`src/include/dma_defs.svh`:
```
`ifndef DMA_DEFS_SVH
`define DMA_DEFS_SVH

// Word addresses on the boot bus.
`define DMA_FROM_ACM_A        16'd0
`define DMA_FROM_LC_A         16'd40
`define DMA_LC_THRESHS_A      16'd128
`define DMA_ACM_AQUADS_A      16'd384
`define DMA_VS_INDIRECT_A     16'd512
`define DMA_SYSCONFIG_A       16'd576
`define DMA_FLASH_A           16'd1024
`define DMA_FLASH_SYSCONFIG_A 16'hffff

// Block lengths and memory sizes, in words.
`define DMA_LC_COUNT    64
`define DMA_ACM_COUNT   40
`define DMA_FROM_WORDS  128
`define DMA_FLASH_WORDS 256
`define DMA_VS_DEPTH    64

// Value-store command and marker words.
`define DMA_VS_END    16'h8000
`define DMA_VS_RESUME 16'hffff

// True when address a lies in [base, base + len).
`define DMA_IN_RANGE(a, base, len) (((a) >= (base)) && ((a) < (base) + (len)))

`endif
```
`src/hw/dma_pkg.sv`:
```
package dma_pkg;

  typedef logic [15:0] wb_addr_t;
  typedef logic [15:0] wb_data_t;
  typedef logic [14:0] event_t;
  typedef logic [12:0] progress_t;

  typedef enum logic [2:0] {
    mode_flash,
    mode_lc,
    mode_acm,
    mode_sysconfig,
    mode_done
  } dma_mode_e;

  typedef enum logic [1:0] {
    step_issue,
    step_read_wait,
    step_write_wait,
    step_close_wait
  } dma_step_e;

endpackage

```
`src/hw/value_store.sv`:
```
`timescale 1ns/1ps
`include "dma_defs.svh"

module value_store (
  input  logic              wb_clk_i,
  input  logic              soft_reset,
  input  logic              stb_i,
  input  logic              we_i,
  input  dma_pkg::wb_data_t dat_i,
  input  logic              event_valid_i,
  input  dma_pkg::event_t   event_data_i,
  output dma_pkg::wb_data_t dat_o,
  output logic              ack_o
);

  localparam int ptr_w = $clog2(`DMA_VS_DEPTH);

  dma_pkg::event_t  ring_mem [`DMA_VS_DEPTH];
  // Power-up state of the log.
  logic [ptr_w-1:0] wr_ptr_q = '0;
  logic [ptr_w:0]   count_q  = '0;
  logic             frozen_q;
  logic [ptr_w-1:0] rd_ptr_q;
  logic [ptr_w:0]   rd_left_q;
  logic             bus_rd;
  logic             freeze;
  logic             resume;
  logic             have_entry;

  assign bus_rd     = stb_i & ~we_i;
  assign freeze     = stb_i & we_i & (dat_i == 16'h0000);
  assign resume     = stb_i & we_i & (dat_i == `DMA_VS_RESUME);
  assign have_entry = frozen_q & (rd_left_q != '0);

  always_ff @(posedge wb_clk_i) begin
    if (resume) begin
      count_q <= '0;
    end else if (!frozen_q && !freeze && event_valid_i) begin
      ring_mem[wr_ptr_q] <= event_data_i;
      wr_ptr_q           <= wr_ptr_q + 1'b1;
      if (count_q != `DMA_VS_DEPTH) begin
        count_q <= count_q + 1'b1;
      end
    end
  end

  always_ff @(posedge wb_clk_i) begin
    if (soft_reset) begin
      frozen_q  <= 1'b0;
      rd_left_q <= '0;
      ack_o     <= 1'b0;
    end else begin
      ack_o <= stb_i;
      if (freeze) begin
        frozen_q  <= 1'b1;
        rd_left_q <= count_q;
      end else if (resume) begin
        frozen_q  <= 1'b0;
        rd_left_q <= '0;
      end else if (bus_rd && have_entry) begin
        rd_left_q <= rd_left_q - 1'b1;
      end
    end
  end

  // Readout cursor starts at the oldest entry.
  always_ff @(posedge wb_clk_i) begin
    if (freeze) begin
      rd_ptr_q <= wr_ptr_q - count_q[ptr_w-1:0];
    end else if (bus_rd && have_entry) begin
      rd_ptr_q <= rd_ptr_q + 1'b1;
    end
    if (bus_rd) begin
      dat_o <= have_entry ? {1'b0, ring_mem[rd_ptr_q]} : `DMA_VS_END;
    end
  end

endmodule

```
`config.mk`:
```
export PLATFORM = sky130hd
export DESIGN_NAME = value_store
export DESIGN_NICKNAME = d
export VERILOG_FILES = /design/src/hw/dma_pkg.sv /design/src/hw/value_store.sv
export VERILOG_INCLUDE_DIRS = /design/src /design/src/include
export SDC_FILE = /design/constraint.sdc
export NUM_CORES = 1
export LEC_CHECK = 0
export BUFFER_PORTS_ARGS = -buffer_cell sky130_fd_sc_hd__buf_2
export CAP_MARGIN = 40
export CORE_MARGIN = 2
export CORE_UTILIZATION = 62
export DETAILED_ROUTE_END_ITERATION = 7
export HOLD_SLACK_MARGIN = 0.1
export PLACE_DENSITY_LB_ADDON = 0.1
export REMOVE_ABC_BUFFERS = 1
export SLEW_MARGIN = 20
export SYNTH_ARGS = -nofsm -noshare
export SYNTH_HDL_FRONTEND = slang
export SYNTH_SLANG_ARGS = --single-unit
```
`constraint.sdc`:
```
create_clock -name wb_clk_i -period 3.1 [get_ports wb_clk_i]
set_input_delay 0.465 -clock wb_clk_i [delete_from_list [all_inputs] [get_ports wb_clk_i]]
set_output_delay 0.465 -clock wb_clk_i [all_outputs]
set_load 0.02 [all_outputs]
```
**Word-level counts from Yosys, hierarchy flattened**

Memory sizes are Yosys's and may differ from the RTL's. A register that Yosys moved wholly into a read port is not among the register bits.
Index checks and enable logic that the tools add are counted.

- Register bits after elaboration: 44
- Bits in latches: 0
- Bits in writable memories: 960
- Memory bits (read-only): 0
- Input port bits: 36
- Output and inout port bits: 17
- Memories kept: 1

- Add/sub/neg operators: 5
- Multiply operators: 0
- Divide/modulo/power cells: 0
- Magnitude comparators: 0
- Eq/ne operators: 2
- Shift operators: 0
- Mux-type cells: 12
- Bitwise gates (word level): 7
- Reductions and logical operators: 12

Memory list:

| memory | depth | bits a word | rd ports | clocked after memory_dff | write ports | line | text |
|---|---|---|---|---|---|---|---|
| ring_mem | 64 | 15 | 1 | 1 | 1 | value_store.sv:18 | `` dma_pkg::event_t ring_mem [`DMA_VS_DEPTH]; `` |

Operators by type and width:

| operator | number |
|---|---|
| 2-to-1 mux 7 bit | 3 |
| 2-to-1 mux 6 bit | 3 |
| == test 16 bit (second input constant) | 1 |
| zero test 16 bit | 1 |
| 2-to-1 mux 16 bit | 1 |
| adder 6 x 1 -> 6 bit (second input constant) | 2 |
| adder 7 x 1 -> 7 bit (second input constant) | 1 |
| != test 7 bit (second input constant) | 1 |
| nonzero test 7 bit | 1 |
| subtractor 7 x 1 -> 7 bit (second input constant) | 1 |
| subtractor 6 bit | 1 |
| bitwise AND 1 bit | 5 |
| 2-to-1 mux 1 bit | 5 |
| AND reduction 2 bit | 2 |
| nonzero test 2 bit | 2 |
| logical AND 1 bit | 3 |
| nonzero test 3 bit | 1 |
| zero test 1 bit | 2 |
| NOT 1 bit | 2 |

**Longest topological paths before layout**

Gate-level depths: netlist of the first run.

- Depth after elaboration: 8
- Gate-level depth with buffers: 9
- Mapped depth without buffers: 9

**Worst setup path before layout of the first run**

OpenSTA, ideal clock, no wires.

- Path type: flip-flop to flip-flop
- From: register frozen_q
- To: memory ring_mem[61][0] in the netlist's numbering (enable)
- Data arrival time: 2,171 ps
- Required time: 2,714 ps
- Slack: 542 ps
- Stages on the path, launching flop included: 7
- Path buffers: 2
- Cell sequence: dfxtp_1 clkbuf_1 nor2b_1 o21ai_1 or4_1 clkbuf_1 nor2_1

- Cells in the longest elaborated chain, start to end: 6

RTL lines:

| what | line | text |
|---|---|---|
| start, declared | value_store.sv:22 | `logic frozen_q;` |
| start signal, assigned | value_store.sv:49 | `frozen_q <= 1'b0;` |
| start signal, assigned | value_store.sv:55 | `frozen_q <= 1'b1;` |
| start signal, assigned | value_store.sv:58 | `frozen_q <= 1'b0;` |
| zero test 1 bit | value_store.sv:38 | `end else if (!frozen_q && !freeze && event_valid_i) begin` |
| logical AND 1 bit (2 in series) | value_store.sv:38 |  |
| 2-to-1 mux 1 bit | value_store.sv:38 |  |
| 2-to-1 mux 1 bit | value_store.sv:36 | `if (resume) begin` |
| 2-to-1 mux 1 bit (not written as such) | value_store.sv:39 | `ring_mem[wr_ptr_q] <= event_data_i;` |
| end, declared | value_store.sv:18 |  |

Every way passes these cells.

==> impl_metrics.yaml, run 1 <==
critical_path:
  r2r_cells: 6
  worst_path_largest_cell_delay_ns: 0.71
  setup.worst_path.start_class: "flop"
  criticalPathCategory: "flop to flop"
  critical_path_peak_fanout: 17
  reg2reg_setup_slack_ns: 0.06
  crit-reg2reg-capture: "dat_o[14]"
  crit_slowest_cell: "sky130_fd_sc_hd__dfxtp_1"
  crit_family: "compound AO/OA/AOI/OAI gates"
  crit_path_frequent_cell: "sky130_fd_sc_hd__buf_4"
  cp-end-kind: "flop"
  path_depth: 6
  crit_path_cell_trace: "buf_4, or2_2, buf_4, o22ai_1, o21ai_0, a22o_1"
  cp_data_required_time_ns: 3.61
  crit_path_end: "dat_o[14]"
  timing.critical_path.arrival_ns: 3.54
  buf_inv_stages_crit_path: 2
global_route:
  global_route_wire_length_before_repair_um: 139000
  grt_start_max_net_pins: 62
  grt_pass1_vias: 20165
  track_usage: 0.297
  global_route.overflow_total: 0
  antenna_found_initial: 4
clocking:
  clkSinkCount: 1010
  clk_latency_ns: 0.65
  clock_buffer_count_from_cts: 98
  cts.clk_slew.worst_paths_ns: 0.06
  cts.root.buffer_cell: "sky130_fd_sc_hd__clkbuf_16"
  cts-htree-levels: 3
  clockBufferDepth: 3
  cts_tree: "built"
place:
  dp_slack_ns: 0.0410
  detailed_place_hpwl_um: 62300
  dp_cells: 2835
  routabilityCongestion: 0.905
  buffer_ports.inserted: 52
  place_area_um2: 41800
yosys:
  synth-edff-count: 988
  netlist_instances: 1852
  yosysSeqAreaShare: 0.765
  asyncSetResetFlopFracSynth: 0
  synth.top_cell.area_share: 0.754
  syn_area_um2: 39400
  synth.area.top_cells: "sky130_fd_sc_hd__edfxtp_1, sky130_fd_sc_hd__mux4_2, sky130_fd_sc_hd__dfxtp_1, sky130_fd_sc_hd__nor2_1, sky130_fd_sc_hd__mux2i_1"
  synth_seq_cells: 1010
  ys.warnings.count: 0
  synth_top_area_cell: "sky130_fd_sc_hd__edfxtp_1"
  synth_area_per_cell_um2: 21.2
  ys_types: 58
  dominantRegCellSynth: "sky130_fd_sc_hd__edfxtp_1"
timing:
  grt_setup_unrepaired: "no"
  worst_relative_slew_slack: 0.480
  worst_slew_pin_slew_ns: 0.777
  post-route-period-util: 0.980
  worst_path_setup_slack_after_routing_ns: 0.0617
  final.setup_skew_ns: 0.0138
  hold_violations: 0
  achievable-frequency_ghz: 0.329
  setup-violations-final: 0
  post-route-min-period_ns: 3.04
  timing_max_transition_violations_final: 0
layout:
  diodes: 0
  stdcell_count: 3024
  final_cell_area_um2: 44900
  post_route_cells_drive_above_1_share: 0.294
  syn2layout_area_growth_pct: 14.2
  fillerInstances: 3743
  nNetsFinal: 2146
die:
  die_h_um: 256
  die-width_um: 256
  dieArea_um2: 65500
  io_pins: 53
  placeableCoreArea_um2: 63000
  initial_util: 0.625
  rows: 92
worst_hold_path:
  worstHoldPathType: "input port to flop"
detailed_routing:
  post-route-drc-count: 0
  via_count: 20492
  wl_per_cell_um: 31.7
  totalWireLength_um: 95900
  drt_iter0_markers: 2980
  route.detailed.vias_per_inst: 6.78
  drt_first_pass_iters: 5
  final_antenna_violating_net_count: 0
status:
  status: "finished, final reports clean"
job:
  drv_cap: 0
pwr:
  ir_drop_uv: 465
  power.static_leakage_nw: 14.5
  p_per_area_nw_per_um2: 613
==> metal layers <==
metal / vias to the layer above / routed length (um) / GRT usage
met5: - / 27 / 0
met4: 4 / 2840 / 0.0962
met3: 162 / 10500 / 0.0578
met2: 1262 / 44900 / 0.450
met1: 10766 / 37600 / 0.448
li1: 8298 / - / -
==> state kept, by name (all words and copies together), names as in the netlist, named ones only <==
signal and count:
dat_o 16, rd_left_q 7, ring_mem 960, wr_ptr_q 6, count_q 7, frozen_q 1
ack_o 1, rd_ptr_q 6
==> where the power goes <==
group / switching (mW) / leakage (nW) / internal [mW]
registers: 0.110 / 9.07 / 15.1
clock network: 4.88 / 1.49 / 6.59
logic: 0.575 / 3.94 / 0.261
total: 5.56 / 14.5 / 22.0
==> metrics by stage <==
| stage | hold slack (ns) | TNS (ns) | power (mW) | utilization |
|---|---|---|---|---|
| floorplan | 0.459 | -110.80 | 15.8 | - |
| detailed placement | 0.519 | 0 | 16.3 | 0.663 |
| finish | 0.187 | 0 | 27.5 | 0.714 |
| global placement | 0.509 | 0 | 16.3 | 0.662 |
| global route | 0.187 | 0 | 28.2 | 0.714 |
| CTS | 0.189 | 0 | 27.6 | 0.713 |
==> timing repair <==
item | 4_1_cts | 5_1_grt
hold endpoints to repair | 21 | 3
hold buffers | 5 | 1
setup endpoints to repair | 0 | 2
resized for setup | 0 | 2
setup buffers | 0 | 0
==> cell families (layout without fill, tap and decap cells) <==
group	after synthesis	in the layout	share of synthesized area
AND/OR/NAND/NOR	217	217	0.0266
buffers and inverters	115	441	0.0162
XOR/XNOR	18	18	0.00401
multiplexers	285	285	0.150
adder cells (fa/ha/maj)	12	12	0.00401
AO/OA/AOI/OAI	195	195	0.0345
flip-flops	1010	1010	0.765
==> synthesized netlist by cell type, types with 10 or more instances <==
cell type	instances
sky130_fd_sc_hd__a211oi_1	13
sky130_fd_sc_hd__a22o_1	10
sky130_fd_sc_hd__o21ai_0	22
sky130_fd_sc_hd__buf_4	21
sky130_fd_sc_hd__ha_1	11
sky130_fd_sc_hd__nor2_1	94
sky130_fd_sc_hd__buf_2	34
sky130_fd_sc_hd__o22ai_1	37
sky130_fd_sc_hd__buf_6	11
sky130_fd_sc_hd__mux2i_1	34
sky130_fd_sc_hd__nand2_1	29
sky130_fd_sc_hd__inv_1	13
sky130_fd_sc_hd__nand3_1	19
sky130_fd_sc_hd__nand4_1	14
sky130_fd_sc_hd__xnor2_1	10
sky130_fd_sc_hd__dfxtp_1	22
sky130_fd_sc_hd__a22oi_1	28
sky130_fd_sc_hd__o221ai_1	16
sky130_fd_sc_hd__edfxtp_1	988
sky130_fd_sc_hd__a21oi_1	35
sky130_fd_sc_hd__clkbuf_1	31
sky130_fd_sc_hd__mux4_2	240
sky130_fd_sc_hd__nor2b_1	10
==> area by class of cell <==
type / count / area [um2] / area share
Clock buffer: 128 / 2620 / 0.0582
Clock inverter: 52 / 455 / 0.0101
Inverter: 13 / 48.8 / 0.00109
Multi-Input combinational cell: 727 / 8610 / 0.192
Sequential cell: 1010 / 30100 / 0.670
Tap cell: 846 / 1060 / 0.0236
Timing Repair Buffer: 248 / 2030 / 0.0451
==> cells in the final DEF (no fill, tap or decap), drive strengths merged, types with 11 or more instances in the layout <==
cell,synthesis,routed
a211oi,13,13
a21oi,35,35
a22oi,28,28
buf,71,242
clkbuf,31,128
clkinv,0,37
dfxtp,22,22
edfxtp,988,988
ha,11,11
inv,13,16
mux2,11,11
mux2i,34,34
mux4,240,240
nand2,30,30
nand3,19,19
nand4,14,14
nor2,94,94
o21ai,25,25
o221ai,16,16
o22ai,37,37
==> how the worst min path moves through the flow <==
stage,start,endpoint,slack [ns],cells after the start
after floorplan,count_q[6],rd_left_q[6],0.46,2
after global placement,count_q[6],rd_left_q[6],0.51,2
after detailed placement,count_q[6],rd_left_q[6],0.52,2
after CTS,event_data_i[9],ring_mem[22][9],0.19,1
after global routing,event_data_i[9],ring_mem[22][9],0.19,1
final,event_data_i[10],ring_mem[58][10],0.19,1
Note: power is estimated with default switching activity, not from simulation.
==> run 2: changes to the inputs <==
Settings changed: PLACE_DENSITY set to 0.79, PLACE_DENSITY_LB_ADDON 0.1 to unset.
==> run 2 against run 1 <==
Compared with the run above: the run now ends with negative setup slack left; critical endpoint is now dat_o[0]; sequential share of layout area is 0.14 points higher; highest routed layer unchanged; flip-flop and latch count stayed put; utilization is 0.15 points lower; clock skew is 0.016 ns higher; die area stayed put.
==> impl_metrics.yaml, run 2 (synthesis results as in run 1) <==
status:
  status: "complete, but fails checks"
  violations: "negative setup slack"
layout:
  mostFrequentLayoutCell: "sky130_fd_sc_hd__edfxtp_1"
  largestRegisters: "ring_mem (960), dat_o (16)"
  post_route_cells_drive_above_1_share: 0.297
  registers.top_by_ff_count: "ring_mem"
  largest_register_ffs: 960
  fillerInstances: 3478
  final_cell_area_um2: 44800
  mostFrequentLayoutCells: "sky130_fd_sc_hd__edfxtp_1, sky130_fd_sc_hd__mux4_2, sky130_fd_sc_hd__buf_4, sky130_fd_sc_hd__clkbuf_16, sky130_fd_sc_hd__nor2_1"
  nNetsFinal: 2145
  stdcell_count: 3020
  syn2layout_area_growth_pct: 13.9
worst_hold_path:
  worstHoldPathType: "input port to flop"
  worstHoldPathCells: 2
  timing.hold.worst_endpoint: "ack_o"
  hold_start: "stb_i"
detailed_routing:
  wl_per_cell_um: 33.9
  drt_first_pass_iters: 8
  via_count: 21317
  final_antenna_violating_net_count: 0
  post-route-drc-count: 0
  drt_iter0_markers: 3678
  totalWireLength_um: 102000
  route.detailed.vias_per_inst: 7.06
clocking:
  cts_repair_resizes: 0
  clockBufferDepth: 3
  clk_latency_ns: 0.65
  cts-htree-levels: 3
  clkSinkCount: 1010
  cts_tree: "built"
  cts.root.buffer_cell: "sky130_fd_sc_hd__clkbuf_16"
  cts.clk_slew.worst_paths_ns: 0.06
  clock_buffer_count_from_cts: 93
timing:
  grt_setup_unrepaired: "no"
  post-route-period-util: 1.03
  worst_relative_slew_slack: 0.353
  timing_max_transition_violations_final: 0
  worst_slew_pin_slew_ns: 0.960
  final.setup_skew_ns: 0.0297
  setup-violations-final: 1
  post-route-min-period_ns: 3.20
  hold_violations: 0
  worst_path_setup_slack_after_routing_ns: -0.0965
  achievable-frequency_ghz: 0.313
  final.setup.tns_ns: -0.0965
global_route:
  antenna_found_initial: 3
  global_route_wire_length_before_repair_um: 147000
  global_route.overflow_total: 0
  track_usage: 0.317
  grt_pass1_vias: 21053
  grt_start_max_net_pins: 65
critical_path:
  critical_path_peak_fanout: 13
  criticalPathCategory: "flop to flop"
  r2r_cells: 6
  setup.worst_path.start_class: "flop"
  timing.critical_path.arrival_ns: 3.60
  cp_data_required_time_ns: 3.51
  crit-reg2reg-capture: "dat_o[0]"
  reg2reg_setup_slack_ns: -0.1
  cp-end-kind: "flop"
place:
  buffer_ports.inserted: 52
  routabilityCongestion: 0.958
  place_area_um2: 41800
  dp_cells: 2846
  detailed_place_hpwl_um: 63000
die:
  dieArea_um2: 65500
  die_h_um: 256
  die-width_um: 256
  io_pins: 53
  placeableCoreArea_um2: 63000
  initial_util: 0.625
  rows: 92
job:
  drv_cap: 0
pwr:
  design_power_total_mw: 27.4
  ir_drop_uv: 536
  power.static_leakage_nw: 14.5
  p_per_area_nw_per_um2: 611
## run 2: changes by cell type in the layout (fill, tap and decap cells not counted), sizes merged
cell / change
buf: +8
bufinv: +1
clkbuf: -13
clkinv: +2
diode: +2
dlygate4sd3: -4
## run 2: layer usage
| layer | global-route usage | part of all wire |
|---|---|---|
| met4 | 0.158 | 0.056 |
| met5 | 0 | 0.00018 |
| met1 | 0.444 | 0.35 |
| met2 | 0.471 | 0.46 |
| met3 | 0.0829 | 0.14 |
## run 2: power by group
group / leakage [nW] / switching [mW] / internal (mW)
Sequential: 9.07 / 0.112 / 15.1
Clock: 1.45 / 4.89 / 6.41
Combinational: 3.96 / 0.621 / 0.253
Total: 14.5 / 5.63 / 21.8
## run 2: critical path: stages (launching register included)
cell,delay (ns)
sky130_fd_sc_hd__dfxtp_1,0.62
sky130_fd_sc_hd__buf_4,0.30
sky130_fd_sc_hd__nand2b_1,0.63
sky130_fd_sc_hd__o22ai_1,0.15
sky130_fd_sc_hd__o21ai_0,0.76
sky130_fd_sc_hd__o2111ai_1,0.26
sky130_fd_sc_hd__o21ai_0,0.24
## run 2: repair_timing
item	4_1_cts	5_1_grt
endpoints found under the setup margin	0	0
hold buffers	2	0
endpoints found under the hold margin	9	0
buffers inserted	0	0
## run 2: per-stage QoR
step                      worst slack [ns]  hold WS, ns  utilization
after CTS                            0.232        0.129        0.712
after global routing                0.0261        0.154        0.712
final                              -0.0965        0.147        0.712
after global placement               0.339        0.515        0.664
after detailed placement             0.195        0.528        0.665
after floorplan                      -7.54        0.459            -
## run 2: worst max path at each step
stage	start	cells after the start	slack (ns)	to
final	flop	6	-0.1	dat_o[0]
after global routing	flop	8	0.03	dat_o[13]
after CTS	flop	6	0.23	dat_o[10]
after detailed placement	dat_i[12]	7	0.19	ring_mem[5][2]
after global placement	flop	7	0.34	dat_o[0]
after floorplan	flop	5	-7.54	dat_o[12]
## run 2: final cells by class
cell class	count	area [um2]	share of cell area
clock buffers	115	2470	0.0551
diodes	2	5.00	0.000112
inverters	13	48.8	0.00109
well taps	846	1060	0.0236
multi-input cells	727	8610	0.192
clock inverters	55	497	0.0111
flip-flops and latches	1010	30100	0.672
repair buffers	252	2030	0.0453
